--- src/rtl/tile_cfg_pkg.sv ---
//////////////////////////////////////////////////////////////////////
// Tile configuration package
// Wishbone bus widths, register map offsets, control word fields
// and status word bit positions of the compute tile
//////////////////////////////////////////////////////////////////////

package tile_cfg_pkg;

  // Host bus
  localparam int unsigned WB_ADDR_W = 32;
  localparam int unsigned WB_DATA_W = 32;

  // Register map, word aligned
  localparam logic [WB_ADDR_W-1:0] REG_CTRL   = 32'h0;
  localparam logic [WB_ADDR_W-1:0] REG_OPND   = 32'h4;
  localparam logic [WB_ADDR_W-1:0] REG_RESULT = 32'h8;
  localparam logic [WB_ADDR_W-1:0] REG_STATUS = 32'hC;

  // Address bits that pick the register
  localparam int unsigned REG_SEL_LSB = 2;
  localparam int unsigned REG_SEL_W   = 2;

  // Control word fields
  localparam int unsigned CTRL_OP_LSB  = 0;
  localparam int unsigned CTRL_OP_W    = 2;
  localparam int unsigned CTRL_LEN_LSB = 8;
  localparam int unsigned CTRL_LEN_W   = 8;

  // Status word fields
  localparam int unsigned STAT_EVT_BIT    = 0;
  localparam int unsigned STAT_RVALID_BIT = 1;
  localparam int unsigned STAT_OFULL_BIT  = 2;
  localparam int unsigned STAT_CNT_LSB    = 8;

endpackage

--- src/rtl/hwpe_pkg.sv ---
//////////////////////////////////////////////////////////////////////
// Accelerator package
// Opcodes, operand and result widths, operand pair and result types
//////////////////////////////////////////////////////////////////////

package hwpe_pkg;

  localparam int unsigned OPERAND_W = 16;
  localparam int unsigned RESULT_W  = 32;

  // Job opcode, code 3 falls back to ADD
  typedef enum logic [1:0] {
    OP_ADD = 2'd0,
    OP_MUL = 2'd1,
    OP_MAC = 2'd2
  } opcode_e;

  // Operand b sits in the upper half of the written word
  typedef struct packed {
    logic [OPERAND_W-1:0] b;
    logic [OPERAND_W-1:0] a;
  } operand_pair_t;

  typedef logic [RESULT_W-1:0] result_t;

endpackage

--- src/rtl/hwpe_stream_fifo.sv ---
//////////////////////////////////////////////////////////////////////
// Valid/ready FIFO with a generic payload type
// Circular buffer with occupancy count, push and pop in one cycle
//////////////////////////////////////////////////////////////////////

module hwpe_stream_fifo #(
  parameter int unsigned Depth     = 4,
  parameter type         payload_t = logic [31:0]
) (
  input  logic     clk_i,
  input  logic     rst_n_i,
  input  logic     in_valid_i,
  output logic     in_ready_o,
  input  payload_t in_data_i,
  output logic     out_valid_o,
  input  logic     out_ready_i,
  output payload_t out_data_o
);

  localparam int unsigned PTR_W = (Depth > 1) ? $clog2(Depth) : 1;
  localparam int unsigned CNT_W = $clog2(Depth + 1);
  localparam logic [PTR_W-1:0] LAST = PTR_W'(Depth - 1);

  payload_t         mem_q [Depth];
  logic [PTR_W-1:0] wr_ptr_q;
  logic [PTR_W-1:0] rd_ptr_q;
  logic [CNT_W-1:0] count_q;
  logic             push;
  logic             pop;

  assign in_ready_o  = (count_q != CNT_W'(Depth));
  assign out_valid_o = (count_q != '0);
  assign out_data_o  = mem_q[rd_ptr_q];

  assign push = in_valid_i & in_ready_o;
  assign pop  = out_valid_o & out_ready_i;

  always_ff @(posedge clk_i or negedge rst_n_i) begin
    if (!rst_n_i) begin
      wr_ptr_q <= '0;
      rd_ptr_q <= '0;
      count_q  <= '0;
    end else begin
      if (push) begin
        wr_ptr_q <= (wr_ptr_q == LAST) ? '0 : wr_ptr_q + 1'b1;
      end
      if (pop) begin
        rd_ptr_q <= (rd_ptr_q == LAST) ? '0 : rd_ptr_q + 1'b1;
      end
      // Count holds when both sides move
      if (push && !pop) begin
        count_q <= count_q + 1'b1;
      end else if (pop && !push) begin
        count_q <= count_q - 1'b1;
      end
    end
  end

  always_ff @(posedge clk_i) begin
    if (push) begin
      mem_q[wr_ptr_q] <= in_data_i;
    end
  end

endmodule

--- src/rtl/hwpe_ctrl_decode.sv ---
//////////////////////////////////////////////////////////////////////
// Wishbone classic slave of the tile
// Register decode, registered ack/err, operand push, job start
// and result pop
//////////////////////////////////////////////////////////////////////

module hwpe_ctrl_decode (
  input  logic                                      clk_i,
  input  logic                                      rst_n_i,
  // Host port
  input  logic                                      wb_cyc_i,
  input  logic                                      wb_stb_i,
  input  logic                                      wb_we_i,
  input  logic [tile_cfg_pkg::WB_ADDR_W-1:0]        wb_adr_i,
  input  logic [tile_cfg_pkg::WB_DATA_W-1:0]        wb_dat_i,
  output logic [tile_cfg_pkg::WB_DATA_W-1:0]        wb_dat_o,
  output logic                                      wb_ack_o,
  output logic                                      wb_err_o,
  // Operand stream
  output logic                                      opnd_valid_o,
  input  logic                                      opnd_ready_i,
  output hwpe_pkg::operand_pair_t                   opnd_data_o,
  // Job control
  output logic                                      start_o,
  output hwpe_pkg::opcode_e                         opcode_o,
  output logic [tile_cfg_pkg::CTRL_LEN_W-1:0]       job_len_o,
  // Result side
  input  logic                                      res_valid_i,
  input  hwpe_pkg::result_t                         res_data_i,
  input  logic [tile_cfg_pkg::CTRL_LEN_W-1:0]       consumed_i,
  input  logic                                      evt_i,
  output logic                                      res_pop_o
);

  localparam logic [1:0] SEL_CTRL =
    2'(tile_cfg_pkg::REG_CTRL >> tile_cfg_pkg::REG_SEL_LSB);
  localparam logic [1:0] SEL_OPND =
    2'(tile_cfg_pkg::REG_OPND >> tile_cfg_pkg::REG_SEL_LSB);
  localparam logic [1:0] SEL_RESULT =
    2'(tile_cfg_pkg::REG_RESULT >> tile_cfg_pkg::REG_SEL_LSB);

  logic [tile_cfg_pkg::REG_SEL_W-1:0] reg_sel;
  logic                               req;
  logic [tile_cfg_pkg::WB_DATA_W-1:0] ctrl_q;
  logic [tile_cfg_pkg::WB_DATA_W-1:0] status_word;
  logic [tile_cfg_pkg::WB_DATA_W-1:0] rdata_d;
  logic                               ack_d;
  logic                               err_d;

  // New access only while no response is on the bus
  assign req     = wb_cyc_i & wb_stb_i & ~wb_ack_o & ~wb_err_o;
  assign reg_sel = wb_adr_i[tile_cfg_pkg::REG_SEL_LSB +: tile_cfg_pkg::REG_SEL_W];

  // Operand push is held by the host until the FIFO takes it
  assign opnd_valid_o = req & wb_we_i & (reg_sel == SEL_OPND);
  assign opnd_data_o  = hwpe_pkg::operand_pair_t'(wb_dat_i);

  assign res_pop_o = req & ~wb_we_i & (reg_sel == SEL_RESULT) & res_valid_i;

  assign opcode_o  = hwpe_pkg::opcode_e'(
    ctrl_q[tile_cfg_pkg::CTRL_OP_LSB +: tile_cfg_pkg::CTRL_OP_W]);
  assign job_len_o = ctrl_q[tile_cfg_pkg::CTRL_LEN_LSB +: tile_cfg_pkg::CTRL_LEN_W];

  always_comb begin
    status_word = '0;
    status_word[tile_cfg_pkg::STAT_EVT_BIT]    = evt_i;
    status_word[tile_cfg_pkg::STAT_RVALID_BIT] = res_valid_i;
    status_word[tile_cfg_pkg::STAT_OFULL_BIT]  = ~opnd_ready_i;
    status_word[tile_cfg_pkg::STAT_CNT_LSB +: tile_cfg_pkg::CTRL_LEN_W] = consumed_i;
  end

  //////////////////////////////////////////////////////////////////////
  // Response select
  //////////////////////////////////////////////////////////////////////

  always_comb begin
    ack_d   = 1'b0;
    err_d   = 1'b0;
    rdata_d = '0;
    if (req) begin
      case (reg_sel)
        SEL_CTRL: begin
          ack_d   = 1'b1;
          rdata_d = ctrl_q;
        end
        SEL_OPND: begin
          // Writes wait for room in the operand FIFO
          ack_d = ~wb_we_i | opnd_ready_i;
        end
        SEL_RESULT: begin
          if (wb_we_i || res_valid_i) begin
            ack_d   = 1'b1;
            rdata_d = res_data_i;
          end else begin
            err_d = 1'b1;
          end
        end
        default: begin
          ack_d   = 1'b1;
          rdata_d = status_word;
        end
      endcase
    end
  end

  always_ff @(posedge clk_i or negedge rst_n_i) begin
    if (!rst_n_i) begin
      wb_ack_o <= 1'b0;
      wb_err_o <= 1'b0;
      start_o  <= 1'b0;
      ctrl_q   <= '0;
    end else begin
      wb_ack_o <= ack_d;
      wb_err_o <= err_d;
      start_o  <= req & wb_we_i & (reg_sel == SEL_CTRL);
      if (req && wb_we_i && (reg_sel == SEL_CTRL)) begin
        ctrl_q <= wb_dat_i;
      end
    end
  end

  always_ff @(posedge clk_i) begin
    wb_dat_o <= rdata_d;
  end

endmodule

--- src/rtl/hwpe_mac_engine.sv ---
//////////////////////////////////////////////////////////////////////
// Execute stage of the tile
// ADD, MUL and MAC on operand pairs with a one deep output register
//////////////////////////////////////////////////////////////////////

module hwpe_mac_engine (
  input  logic                    clk_i,
  input  logic                    rst_n_i,
  // Job control
  input  logic                    start_i,
  input  hwpe_pkg::opcode_e       opcode_i,
  // Operand stream in
  input  logic                    opnd_valid_i,
  output logic                    opnd_ready_o,
  input  hwpe_pkg::operand_pair_t opnd_data_i,
  // Result stream out
  output logic                    res_valid_o,
  input  logic                    res_ready_i,
  output hwpe_pkg::result_t       res_data_o
);

  hwpe_pkg::opcode_e op_q;
  hwpe_pkg::result_t acc_q;
  hwpe_pkg::result_t res_q;
  hwpe_pkg::result_t sum;
  hwpe_pkg::result_t prod;
  hwpe_pkg::result_t mac;
  hwpe_pkg::result_t res_d;
  logic              valid_q;
  logic              fire;

  // Take a pair when the output stage is empty or draining
  assign opnd_ready_o = ~valid_q | res_ready_i;
  assign fire         = opnd_valid_i & opnd_ready_o;

  //////////////////////////////////////////////////////////////////////
  // Datapath
  //////////////////////////////////////////////////////////////////////

  assign sum  = hwpe_pkg::result_t'(opnd_data_i.a) + hwpe_pkg::result_t'(opnd_data_i.b);
  assign prod = hwpe_pkg::result_t'(opnd_data_i.a) * hwpe_pkg::result_t'(opnd_data_i.b);
  // Wraps modulo 2^32
  assign mac  = acc_q + prod;

  always_comb begin
    case (op_q)
      hwpe_pkg::OP_MUL: res_d = prod;
      hwpe_pkg::OP_MAC: res_d = mac;
      default:          res_d = sum;
    endcase
  end

  always_ff @(posedge clk_i or negedge rst_n_i) begin
    if (!rst_n_i) begin
      op_q    <= hwpe_pkg::OP_ADD;
      acc_q   <= '0;
      valid_q <= 1'b0;
    end else begin
      if (start_i) begin
        op_q  <= opcode_i;
        acc_q <= '0;
      end else if (fire && (op_q == hwpe_pkg::OP_MAC)) begin
        acc_q <= mac;
      end
      if (fire) begin
        valid_q <= 1'b1;
      end else if (res_ready_i) begin
        valid_q <= 1'b0;
      end
    end
  end

  // Output held while the result FIFO stalls
  always_ff @(posedge clk_i) begin
    if (fire) begin
      res_q <= res_d;
    end
  end

  assign res_valid_o = valid_q;
  assign res_data_o  = res_q;

endmodule

--- src/rtl/hwpe_result_unit.sv ---
//////////////////////////////////////////////////////////////////////
// Result stage of the tile
// Head holding register, consumed count and sticky job event
//////////////////////////////////////////////////////////////////////

module hwpe_result_unit (
  input  logic                                clk_i,
  input  logic                                rst_n_i,
  // Job control
  input  logic                                start_i,
  input  logic [tile_cfg_pkg::CTRL_LEN_W-1:0] job_len_i,
  // Result stream in
  input  logic                                res_valid_i,
  output logic                                res_ready_o,
  input  hwpe_pkg::result_t                   res_data_i,
  // Host side
  input  logic                                pop_i,
  output logic                                head_valid_o,
  output hwpe_pkg::result_t                   head_data_o,
  output logic [tile_cfg_pkg::CTRL_LEN_W-1:0] consumed_o,
  output logic                                evt_o
);

  logic [tile_cfg_pkg::CTRL_LEN_W-1:0] len_q;
  logic [tile_cfg_pkg::CTRL_LEN_W-1:0] count_q;
  logic [tile_cfg_pkg::CTRL_LEN_W-1:0] count_inc;
  hwpe_pkg::result_t                   head_q;
  logic                                head_valid_q;
  logic                                evt_q;
  logic                                load;

  // Refill in the same cycle as a pop
  assign res_ready_o = ~head_valid_q | pop_i;
  assign load        = res_valid_i & res_ready_o;
  assign count_inc   = count_q + 1'b1;

  always_ff @(posedge clk_i or negedge rst_n_i) begin
    if (!rst_n_i) begin
      head_valid_q <= 1'b0;
      len_q        <= '0;
      count_q      <= '0;
      evt_q        <= 1'b0;
    end else begin
      if (load) begin
        head_valid_q <= 1'b1;
      end else if (pop_i) begin
        head_valid_q <= 1'b0;
      end
      if (start_i) begin
        len_q   <= job_len_i;
        count_q <= '0;
        evt_q   <= 1'b0;
      end else if (pop_i) begin
        count_q <= count_inc;
        // Sticky until the next start
        if ((count_inc == len_q) && (len_q != '0)) begin
          evt_q <= 1'b1;
        end
      end
    end
  end

  always_ff @(posedge clk_i) begin
    if (load) begin
      head_q <= res_data_i;
    end
  end

  assign head_valid_o = head_valid_q;
  assign head_data_o  = head_q;
  assign consumed_o   = count_q;
  assign evt_o        = evt_q;

endmodule

--- src/rtl/cluster_hwpe_tile.sv ---
//////////////////////////////////////////////////////////////////////
// Compute tile top level
// Wishbone decode, operand FIFO, MAC engine, result FIFO and
// result unit
//////////////////////////////////////////////////////////////////////

module cluster_hwpe_tile #(
  parameter int unsigned OpndDepth = 4,
  parameter int unsigned ResDepth  = 4
) (
  input  logic                               clk_i,
  input  logic                               rst_n_i,
  input  logic                               wb_cyc_i,
  input  logic                               wb_stb_i,
  input  logic                               wb_we_i,
  input  logic [tile_cfg_pkg::WB_ADDR_W-1:0] wb_adr_i,
  input  logic [tile_cfg_pkg::WB_DATA_W-1:0] wb_dat_i,
  output logic [tile_cfg_pkg::WB_DATA_W-1:0] wb_dat_o,
  output logic                               wb_ack_o,
  output logic                               wb_err_o,
  output logic                               evt_o
);

  logic                                opnd_valid;
  logic                                opnd_ready;
  hwpe_pkg::operand_pair_t             opnd_data;
  logic                                eng_in_valid;
  logic                                eng_in_ready;
  hwpe_pkg::operand_pair_t             eng_in_data;
  logic                                eng_out_valid;
  logic                                eng_out_ready;
  hwpe_pkg::result_t                   eng_out_data;
  logic                                rf_valid;
  logic                                rf_ready;
  hwpe_pkg::result_t                   rf_data;
  logic                                head_valid;
  hwpe_pkg::result_t                   head_data;
  logic [tile_cfg_pkg::CTRL_LEN_W-1:0] consumed;
  logic [tile_cfg_pkg::CTRL_LEN_W-1:0] job_len;
  hwpe_pkg::opcode_e                   opcode;
  logic                                start;
  logic                                res_pop;

  hwpe_ctrl_decode i_decode (
    .clk_i        (clk_i),
    .rst_n_i      (rst_n_i),
    .wb_cyc_i     (wb_cyc_i),
    .wb_stb_i     (wb_stb_i),
    .wb_we_i      (wb_we_i),
    .wb_adr_i     (wb_adr_i),
    .wb_dat_i     (wb_dat_i),
    .wb_dat_o     (wb_dat_o),
    .wb_ack_o     (wb_ack_o),
    .wb_err_o     (wb_err_o),
    .opnd_valid_o (opnd_valid),
    .opnd_ready_i (opnd_ready),
    .opnd_data_o  (opnd_data),
    .start_o      (start),
    .opcode_o     (opcode),
    .job_len_o    (job_len),
    .res_valid_i  (head_valid),
    .res_data_i   (head_data),
    .consumed_i   (consumed),
    .evt_i        (evt_o),
    .res_pop_o    (res_pop)
  );

  hwpe_stream_fifo #(
    .Depth    (OpndDepth),
    .payload_t(hwpe_pkg::operand_pair_t)
  ) i_opnd_fifo (
    .clk_i      (clk_i),
    .rst_n_i    (rst_n_i),
    .in_valid_i (opnd_valid),
    .in_ready_o (opnd_ready),
    .in_data_i  (opnd_data),
    .out_valid_o(eng_in_valid),
    .out_ready_i(eng_in_ready),
    .out_data_o (eng_in_data)
  );

  hwpe_mac_engine i_engine (
    .clk_i       (clk_i),
    .rst_n_i     (rst_n_i),
    .start_i     (start),
    .opcode_i    (opcode),
    .opnd_valid_i(eng_in_valid),
    .opnd_ready_o(eng_in_ready),
    .opnd_data_i (eng_in_data),
    .res_valid_o (eng_out_valid),
    .res_ready_i (eng_out_ready),
    .res_data_o  (eng_out_data)
  );

  hwpe_stream_fifo #(
    .Depth    (ResDepth),
    .payload_t(hwpe_pkg::result_t)
  ) i_res_fifo (
    .clk_i      (clk_i),
    .rst_n_i    (rst_n_i),
    .in_valid_i (eng_out_valid),
    .in_ready_o (eng_out_ready),
    .in_data_i  (eng_out_data),
    .out_valid_o(rf_valid),
    .out_ready_i(rf_ready),
    .out_data_o (rf_data)
  );

  hwpe_result_unit i_result (
    .clk_i       (clk_i),
    .rst_n_i     (rst_n_i),
    .start_i     (start),
    .job_len_i   (job_len),
    .res_valid_i (rf_valid),
    .res_ready_o (rf_ready),
    .res_data_i  (rf_data),
    .pop_i       (res_pop),
    .head_valid_o(head_valid),
    .head_data_o (head_data),
    .consumed_o  (consumed),
    .evt_o       (evt_o)
  );

endmodule

--- config.mk ---
export PLATFORM = sky130hd
export DESIGN_NAME = cluster_hwpe_tile
export DESIGN_NICKNAME = d
export VERILOG_FILES = /design/src/rtl/tile_cfg_pkg.sv /design/src/rtl/hwpe_pkg.sv /design/src/rtl/hwpe_stream_fifo.sv /design/src/rtl/hwpe_ctrl_decode.sv /design/src/rtl/hwpe_mac_engine.sv /design/src/rtl/hwpe_result_unit.sv /design/src/rtl/cluster_hwpe_tile.sv
export SDC_FILE = /design/constraint.sdc
export NUM_CORES = 1
export LEC_CHECK = 0
export BUFFER_PORTS_ARGS = -buffer_cell sky130_fd_sc_hd__buf_2
export CAP_MARGIN = 20
export CORE_MARGIN = 2
export CORE_UTILIZATION = 30
export CTS_BUF_LIST = sky130_fd_sc_hd__clkbuf_8 sky130_fd_sc_hd__clkbuf_16
export DETAILED_ROUTE_END_ITERATION = 16
export GPL_TIMING_DRIVEN = 0
export HOLD_SLACK_MARGIN = 0.08
export PLACE_DENSITY = 0.55
export SYNTH_ARGS = -nofsm -noshare
export SYNTH_HDL_FRONTEND = slang
export SYNTH_SLANG_ARGS = --single-unit
--- constraint.sdc ---
create_clock -name clk_i -period 12.5 [get_ports clk_i]
set_input_delay 1.875 -clock clk_i [delete_from_list [all_inputs] [get_ports clk_i]]
set_output_delay 1.875 -clock clk_i [all_outputs]
set_load 0.02 [all_outputs]
Word-level counts from Yosys, hierarchy flattened
Memories as Yosys holds them, arrays and structs flattened. A register that Yosys moved wholly into a read port is not among the register bits.
Cells that the tools add are included.

word-level totals
  register bits = 166
  memory bits (writable) = 256
  bits of input ports = 69
  output and inout bits = 35
  logic and storage cells = 123
  memories = 2

memory list
  name               words  bits a word  read ports  clocked after memory_dff  wr ports  line                    source
  i_opnd_fifo.mem_q  4      32           1           0                         1         hwpe_stream_fifo.sv:24  payload_t mem_q [Depth];
  i_res_fifo.mem_q   4      32           1           1                         1         hwpe_stream_fifo.sv:24

cells by class
  add/sub/neg operators = 11
  multiply operators = 1
  equal/unequal tests = 11
  mux-type cells = 32
  bitwise logic cells = 22
  reduce and logical (&&, ||, !) cells = 25

operators with widths
  operator                                           number
  2-to-1 mux 32 bit                                  3
  case mux 32 bit (3 select lines)                   1
  case mux 32 bit (2 select lines)                   1
  adder 32 bit                                       1
  multiplier 16 x 16 -> 32 bit                       1
  adder 16 x 16 -> 17 bit                            1
  2-to-1 mux 1 bit                                   16
  2-to-1 mux 8 bit                                   2
  nonzero test 2 bit                                 7
  bitwise AND 1 bit                                  13
  == test 2 bit (second input constant)              6
  2-to-1 mux 3 bit                                   4
  adder 2 x 1 -> 2 bit (second input constant)       4
  adder 8 x 1 -> 8 bit (second input constant)       1
  == test 8 bit                                      1
  logical AND 1 bit                                  8
  2-to-1 mux 2 bit                                   4
  nonzero test 8 bit                                 1
  adder 3 x 1 -> 3 bit (second input constant)       2
  inequality test 3 bit (second input constant)      2
  inverter 1 bit                                     6
  nonzero test 3 bit                                 2
  subtractor 3 x 1 -> 3 bit (second input constant)  2
  == test 2 x 1 -> 1 bit (second input constant)     2
  other kinds (6)                                    11

Depth between registers and ports, before layout
  depth after elaboration = 11
  depth in mapped cells = 37
  mapped depth without buffers = 35

Hierarchy
From an unflattened synthesis, not the netlist that was laid out.

unflattened totals
  cells, all modules = 2336
  area total of the unflattened synthesis = 28720.0 µm²

modules (own cells, without submodules)
  module            instances  cells an instance  area an instance (µm²)  sequential area each (µm²)
  hwpe_mac_engine   1          1550               13523.0                 1836.8
  hwpe_stream_fifo  2          205                5106.1                  4018.9
  hwpe_ctrl_decode  1          249                3017.9                  1516.5
  hwpe_result_unit  1          127                1966.9                  1411.4

Worst setup path after synthesis
Ideal clock, no wire load.

  path kind = flip-flop to flip-flop
  start = register i_opnd_fifo.rd_ptr_q[1]
  end = register i_engine.res_q[26], in the netlist i_engine.res_data_o[26], data pin
  library setup time = 261 ps
  arrival = 9182 ps
  required time = 12239 ps
  path slack = 3057 ps
  stages on the path, launching flop included = 36
  buffers on the path = 5
  clock period less this slack = 9443 ps
  path through = dfrtp_1 -> buf_1 -> clkbuf_1 -> clkbuf_1 -> mux4_2 -> clkbuf_1 -> ha_1 -> fa_1 -> inv_1 -> fa_1 -> fa_1 -> inv_1 -> fa_1 -> fa_1 -> inv_1 -> fa_1 -> inv_1 -> ha_1 -> and3_1 -> and4_1 -> a211oi_2 -> a21boi_0 -> o21a_1 -> nor3_1 -> nor2_1 -> ha_1 -> buf_2 -> a21o_1 -> a21o_1 -> a21oi_1 -> nor2_1 -> a2111oi_4 -> a21o_2 -> a21oi_1 -> o2111a_1 -> a311o_1

between the ends
  cells in the longest elaborated chain, start to end = 4

RTL lines
  item                                line                    source
  start, declared                     hwpe_stream_fifo.sv:26  logic [PTR_W-1:0] rd_ptr_q;
  start signal, assigned              hwpe_stream_fifo.sv:48  rd_ptr_q <= (rd_ptr_q == LAST) ? '0 : rd_ptr_q + 1'b1;
  memory (4 x 32 bit) *               -
  multiplier 16 x 16 -> 32 bit *      hwpe_mac_engine.sv:41   assign prod = hwpe_pkg::result_t'(opnd_data_i.a) * hwpe_pkg::result_t'(opnd_data_i.b);
  adder 32 bit                        hwpe_mac_engine.sv:43   assign mac = acc_q + prod;
  case mux 32 bit (2 select lines) *  hwpe_mac_engine.sv:46   case (op_q)
  net i_engine.res_d[26]              hwpe_mac_engine.sv:28   hwpe_pkg::result_t res_d;
  end signal, assigned                hwpe_mac_engine.sv:76   res_q <= res_d;
  end, declared                       hwpe_mac_engine.sv:24   hwpe_pkg::result_t res_q;

The timed path passes the listed nets; every way through them passes the cells marked *.
A chain may end at the register's enable or synchronous reset.

Final worst setup path
  start = register i_opnd_fifo.rd_ptr_q[1]
  end = register i_engine.res_q[24], in the netlist i_engine.res_data_o[24], data pin

Same word-level chain as after synthesis.

==> run metrics <==
timing endpoint of the critical path i_engine.res_data_o[24]$_DFFE_PP_; Hold Crit Class flop to flop; Final Hold Fails 0; cell count after synthesis roughly 2400; final net count 2995; DIE AREA 0.09648 mm²; drc violations 0; vias in the first global route 18960; Post-DRT Antenna Nets 0; DR vias/cell around 4.8; setup slack, reg-to-reg between 0.7 and 0.8 ns; hold_buf cts 0; Setup Buffers After CTS 0; Worst Setup Start Kind flop; FFs w/ async S/R, synth 0.2247; syn nets 2858; status finished, final reports clean; Yosys warning count 0; DR pass1 iterations 5; Initial Util 0.3027; Layout area overhead 13.45%; Max Freq 84.91 MHz; largest net degree at the start of global routing 53; Critical Path Slowest Stage Cell clkbuf_1; initial DRC count 1453; most frequent cell after synthesis nand2_1; critical path type flop to flop; CP Max Fanout 10; CP max stage delay 0.62 ns; clk slew on worst S/H paths 0.07 ns; Clock Path Buffers 3; GRT overflow 0; Critical Path RT 12.85 ns; core area between 0.09 and 0.1 mm²; area of the multi-input gates 0.01387 mm²; setup TNS 0 ns; Worst Setup SP i_opnd_fifo.rd_ptr_q[1]$_DFFE_PN0P_; Setup crit end kind flop; Post-synth EDFFs 320; Setup WS post-layout 0.7222 ns; H-tree depth 2; Die X 310.6 µm; post-route minimum period 11.78 ns; site row count about 110; maxcap violations 0; GPL Wtd Cong 0.8704; first-pass GRT wire length ~120 mm; Clock Sinks 454; Vias between 15000 and 20000; synthesized area 0.02820 mm²; Final Util 0.3434; Commonest cells post-synth nand2_1 (341), edfxtp_1 (320), inv_1 (290); Clock Latency Late Sink 0.61 ns; Slew Viols, Final 0; GRT Total Usage 0.1605; Synth top area share 0.3407; Synth area leaders edfxtp_1 (34%), fa_1 (14%), dfrtp_1 (9.0%), ha_1 (7.5%), nand2_1 (4.5%); Final HPWL DP between 50 and 60 mm; syn_area_per_cell 11.65 µm²; IO Port Bufs 73; Tcrit/Tclk final 0.9422; Die Y 310.6 µm; CTS tree built; ant diodes 0; fillers 9287; PostCTS Resize Cnt 0; drt wl/cell between 15 and 20 µm; sequential cell area about 0.013 mm²; Total Routed Length 76.77 mm; R2R cell count 33; crit path DAT around 12 ns; Clock Skew 0.02943 ns; I/O pins between 100 and 150; Place WS 0.6585 ns; FF+latch count, synth 454; top_reg_cell synth edfxtp_1; cell repeated most along the worst path fa_1; FF-to-FF Start i_opnd_fifo.rd_ptr_q[1]$_DFFE_PN0P_; slew margin rel. 0.2078; root buf cell clkbuf_16; number of CTS-inserted buffers just under 50; Final setup viols 0; share of cells above drive strength 1 0.1052; Seq/Total Area, Yosys 0.4539; Worst Tran Pin Value 1.176 ns; RSZ-0062 raised after global routing no; post-synth top area cell edfxtp_1; initial antenna violation count 2; Reg-to-Reg End i_engine.res_data_o[24]$_DFFE_PP_; count of cell types in the netlist 84
[metrics by stage]
step | cells | hold slack (ns) | instance area [µm²]
6_report | 3850 | 0.4906 | 32000
5_1_grt | 3850 | 0.5238 | 32000
4_1_cts | 3850 | 0.4935 | 32000
3_5_place_dp | 3761 | 0.4704 | 30390
3_3_place_gp | 3748 | 0.4675 | 30140
2_1_floorplan | 2421 | 0.4460 | 28200
[placed cells by master (no fill, tap or decap), drive strengths merged, types with 11 or more instances in the layout]
master / instances
nand2: 341
edfxtp: 320
inv: 304
fa: 198
ha: 170
nor2: 155
clkbuf: 136
dfrtp: 102
buf: 99
a21oi: 96
and2: 73
o21ai: 57
mux4: 56
xnor2: 52
a21o: 41
a22oi: 37
dfxtp: 32
xor2: 27
nand3: 27
nor3: 26
mux2: 22
o21a: 21
clkinv: 19
a221oi: 14
or3: 14
a211oi: 13
a31oi: 12
mux2i: 11
nor2b: 11
[worst min path at each step]
stage,start,end,slack [ns],depth (start not counted)
finish,i_decode.ctrl_q[22]$_DFFE_PN0P_,i_decode.ctrl_q[22]$_DFFE_PN0P_,0.49,2
global route,i_engine.res_data_o[5]$_DFFE_PP_,i_res_fifo.mem_q[0][5]$_DFFE_PP_,0.52,0
CTS,i_decode.ctrl_q[22]$_DFFE_PN0P_,i_decode.ctrl_q[22]$_DFFE_PN0P_,0.49,2
detailed placement,i_decode.ctrl_q[22]$_DFFE_PN0P_,i_decode.ctrl_q[22]$_DFFE_PN0P_,0.47,2
global placement,i_decode.ctrl_q[22]$_DFFE_PN0P_,i_decode.ctrl_q[22]$_DFFE_PN0P_,0.47,2
floorplan,i_decode.ctrl_q[2]$_DFFE_PN0P_,i_decode.ctrl_q[2]$_DFFE_PN0P_,0.45,2
[registers in the layout, summed over array words and instances, names as in the netlist, 32 cells and up]
name and count:
i_result.head_data_o 32, i_engine.res_data_o 32, i_decode.ctrl_q 32, i_res_fifo.mem_q 128
i_decode.wb_dat_o 32, i_engine.acc_q 32, i_opnd_fifo.mem_q 128
[routing by layer]
metal | global-route usage | part of all wire | wire length, µm
met5 | 0 | 0 | 0
met4 | 0.04843 | 0.030 | 2338
met3 | 0.02959 | 0.067 | 5108
met2 | 0.2573 | 0.47 | 35710
met1 | 0.2208 | 0.44 | 33610
[worst max-delay path, delay by kind of cell (launching register included)]
family                   cells  cell delay [ns]
AO/OA/AOI/OAI                6             1.84
multiplexers                 2             0.86
adder cells (fa/ha/maj)      9             3.89
buffers and inverters        9             2.76
AND/OR/NAND/NOR              7             1.69
flip-flops                   1             0.49
[area by class of cell]
class / instances / share of cell area
repair buffers: 86 / 0.01850
plain buffers: 98 / 0.01447
clock buffers: 52 / 0.03996
clock inverters: 37 / 0.01025
multi-input cells: 1577 / 0.4334
flip-flops and latches: 454 / 0.4001
inverters: 292 / 0.03425
well taps: 1254 / 0.04904
[cells by family after synthesis]
| logic type | Yosys count | synth area share |
|---|---|---|
| XOR/XNOR | 79 | 0.02453 |
| flip-flops | 454 | 0.4539 |
| multiplexers | 89 | 0.05740 |
| AO/OA/AOI/OAI | 349 | 0.08438 |
| adder cells (fa/ha/maj) | 368 | 0.2160 |
| AND/OR/NAND/NOR | 692 | 0.1086 |
| buffers and inverters | 390 | 0.05527 |
Power is left out: the tool's default activity adds up to more than one toggle a clock period on the data nets, which glitch-free logic cannot reach.
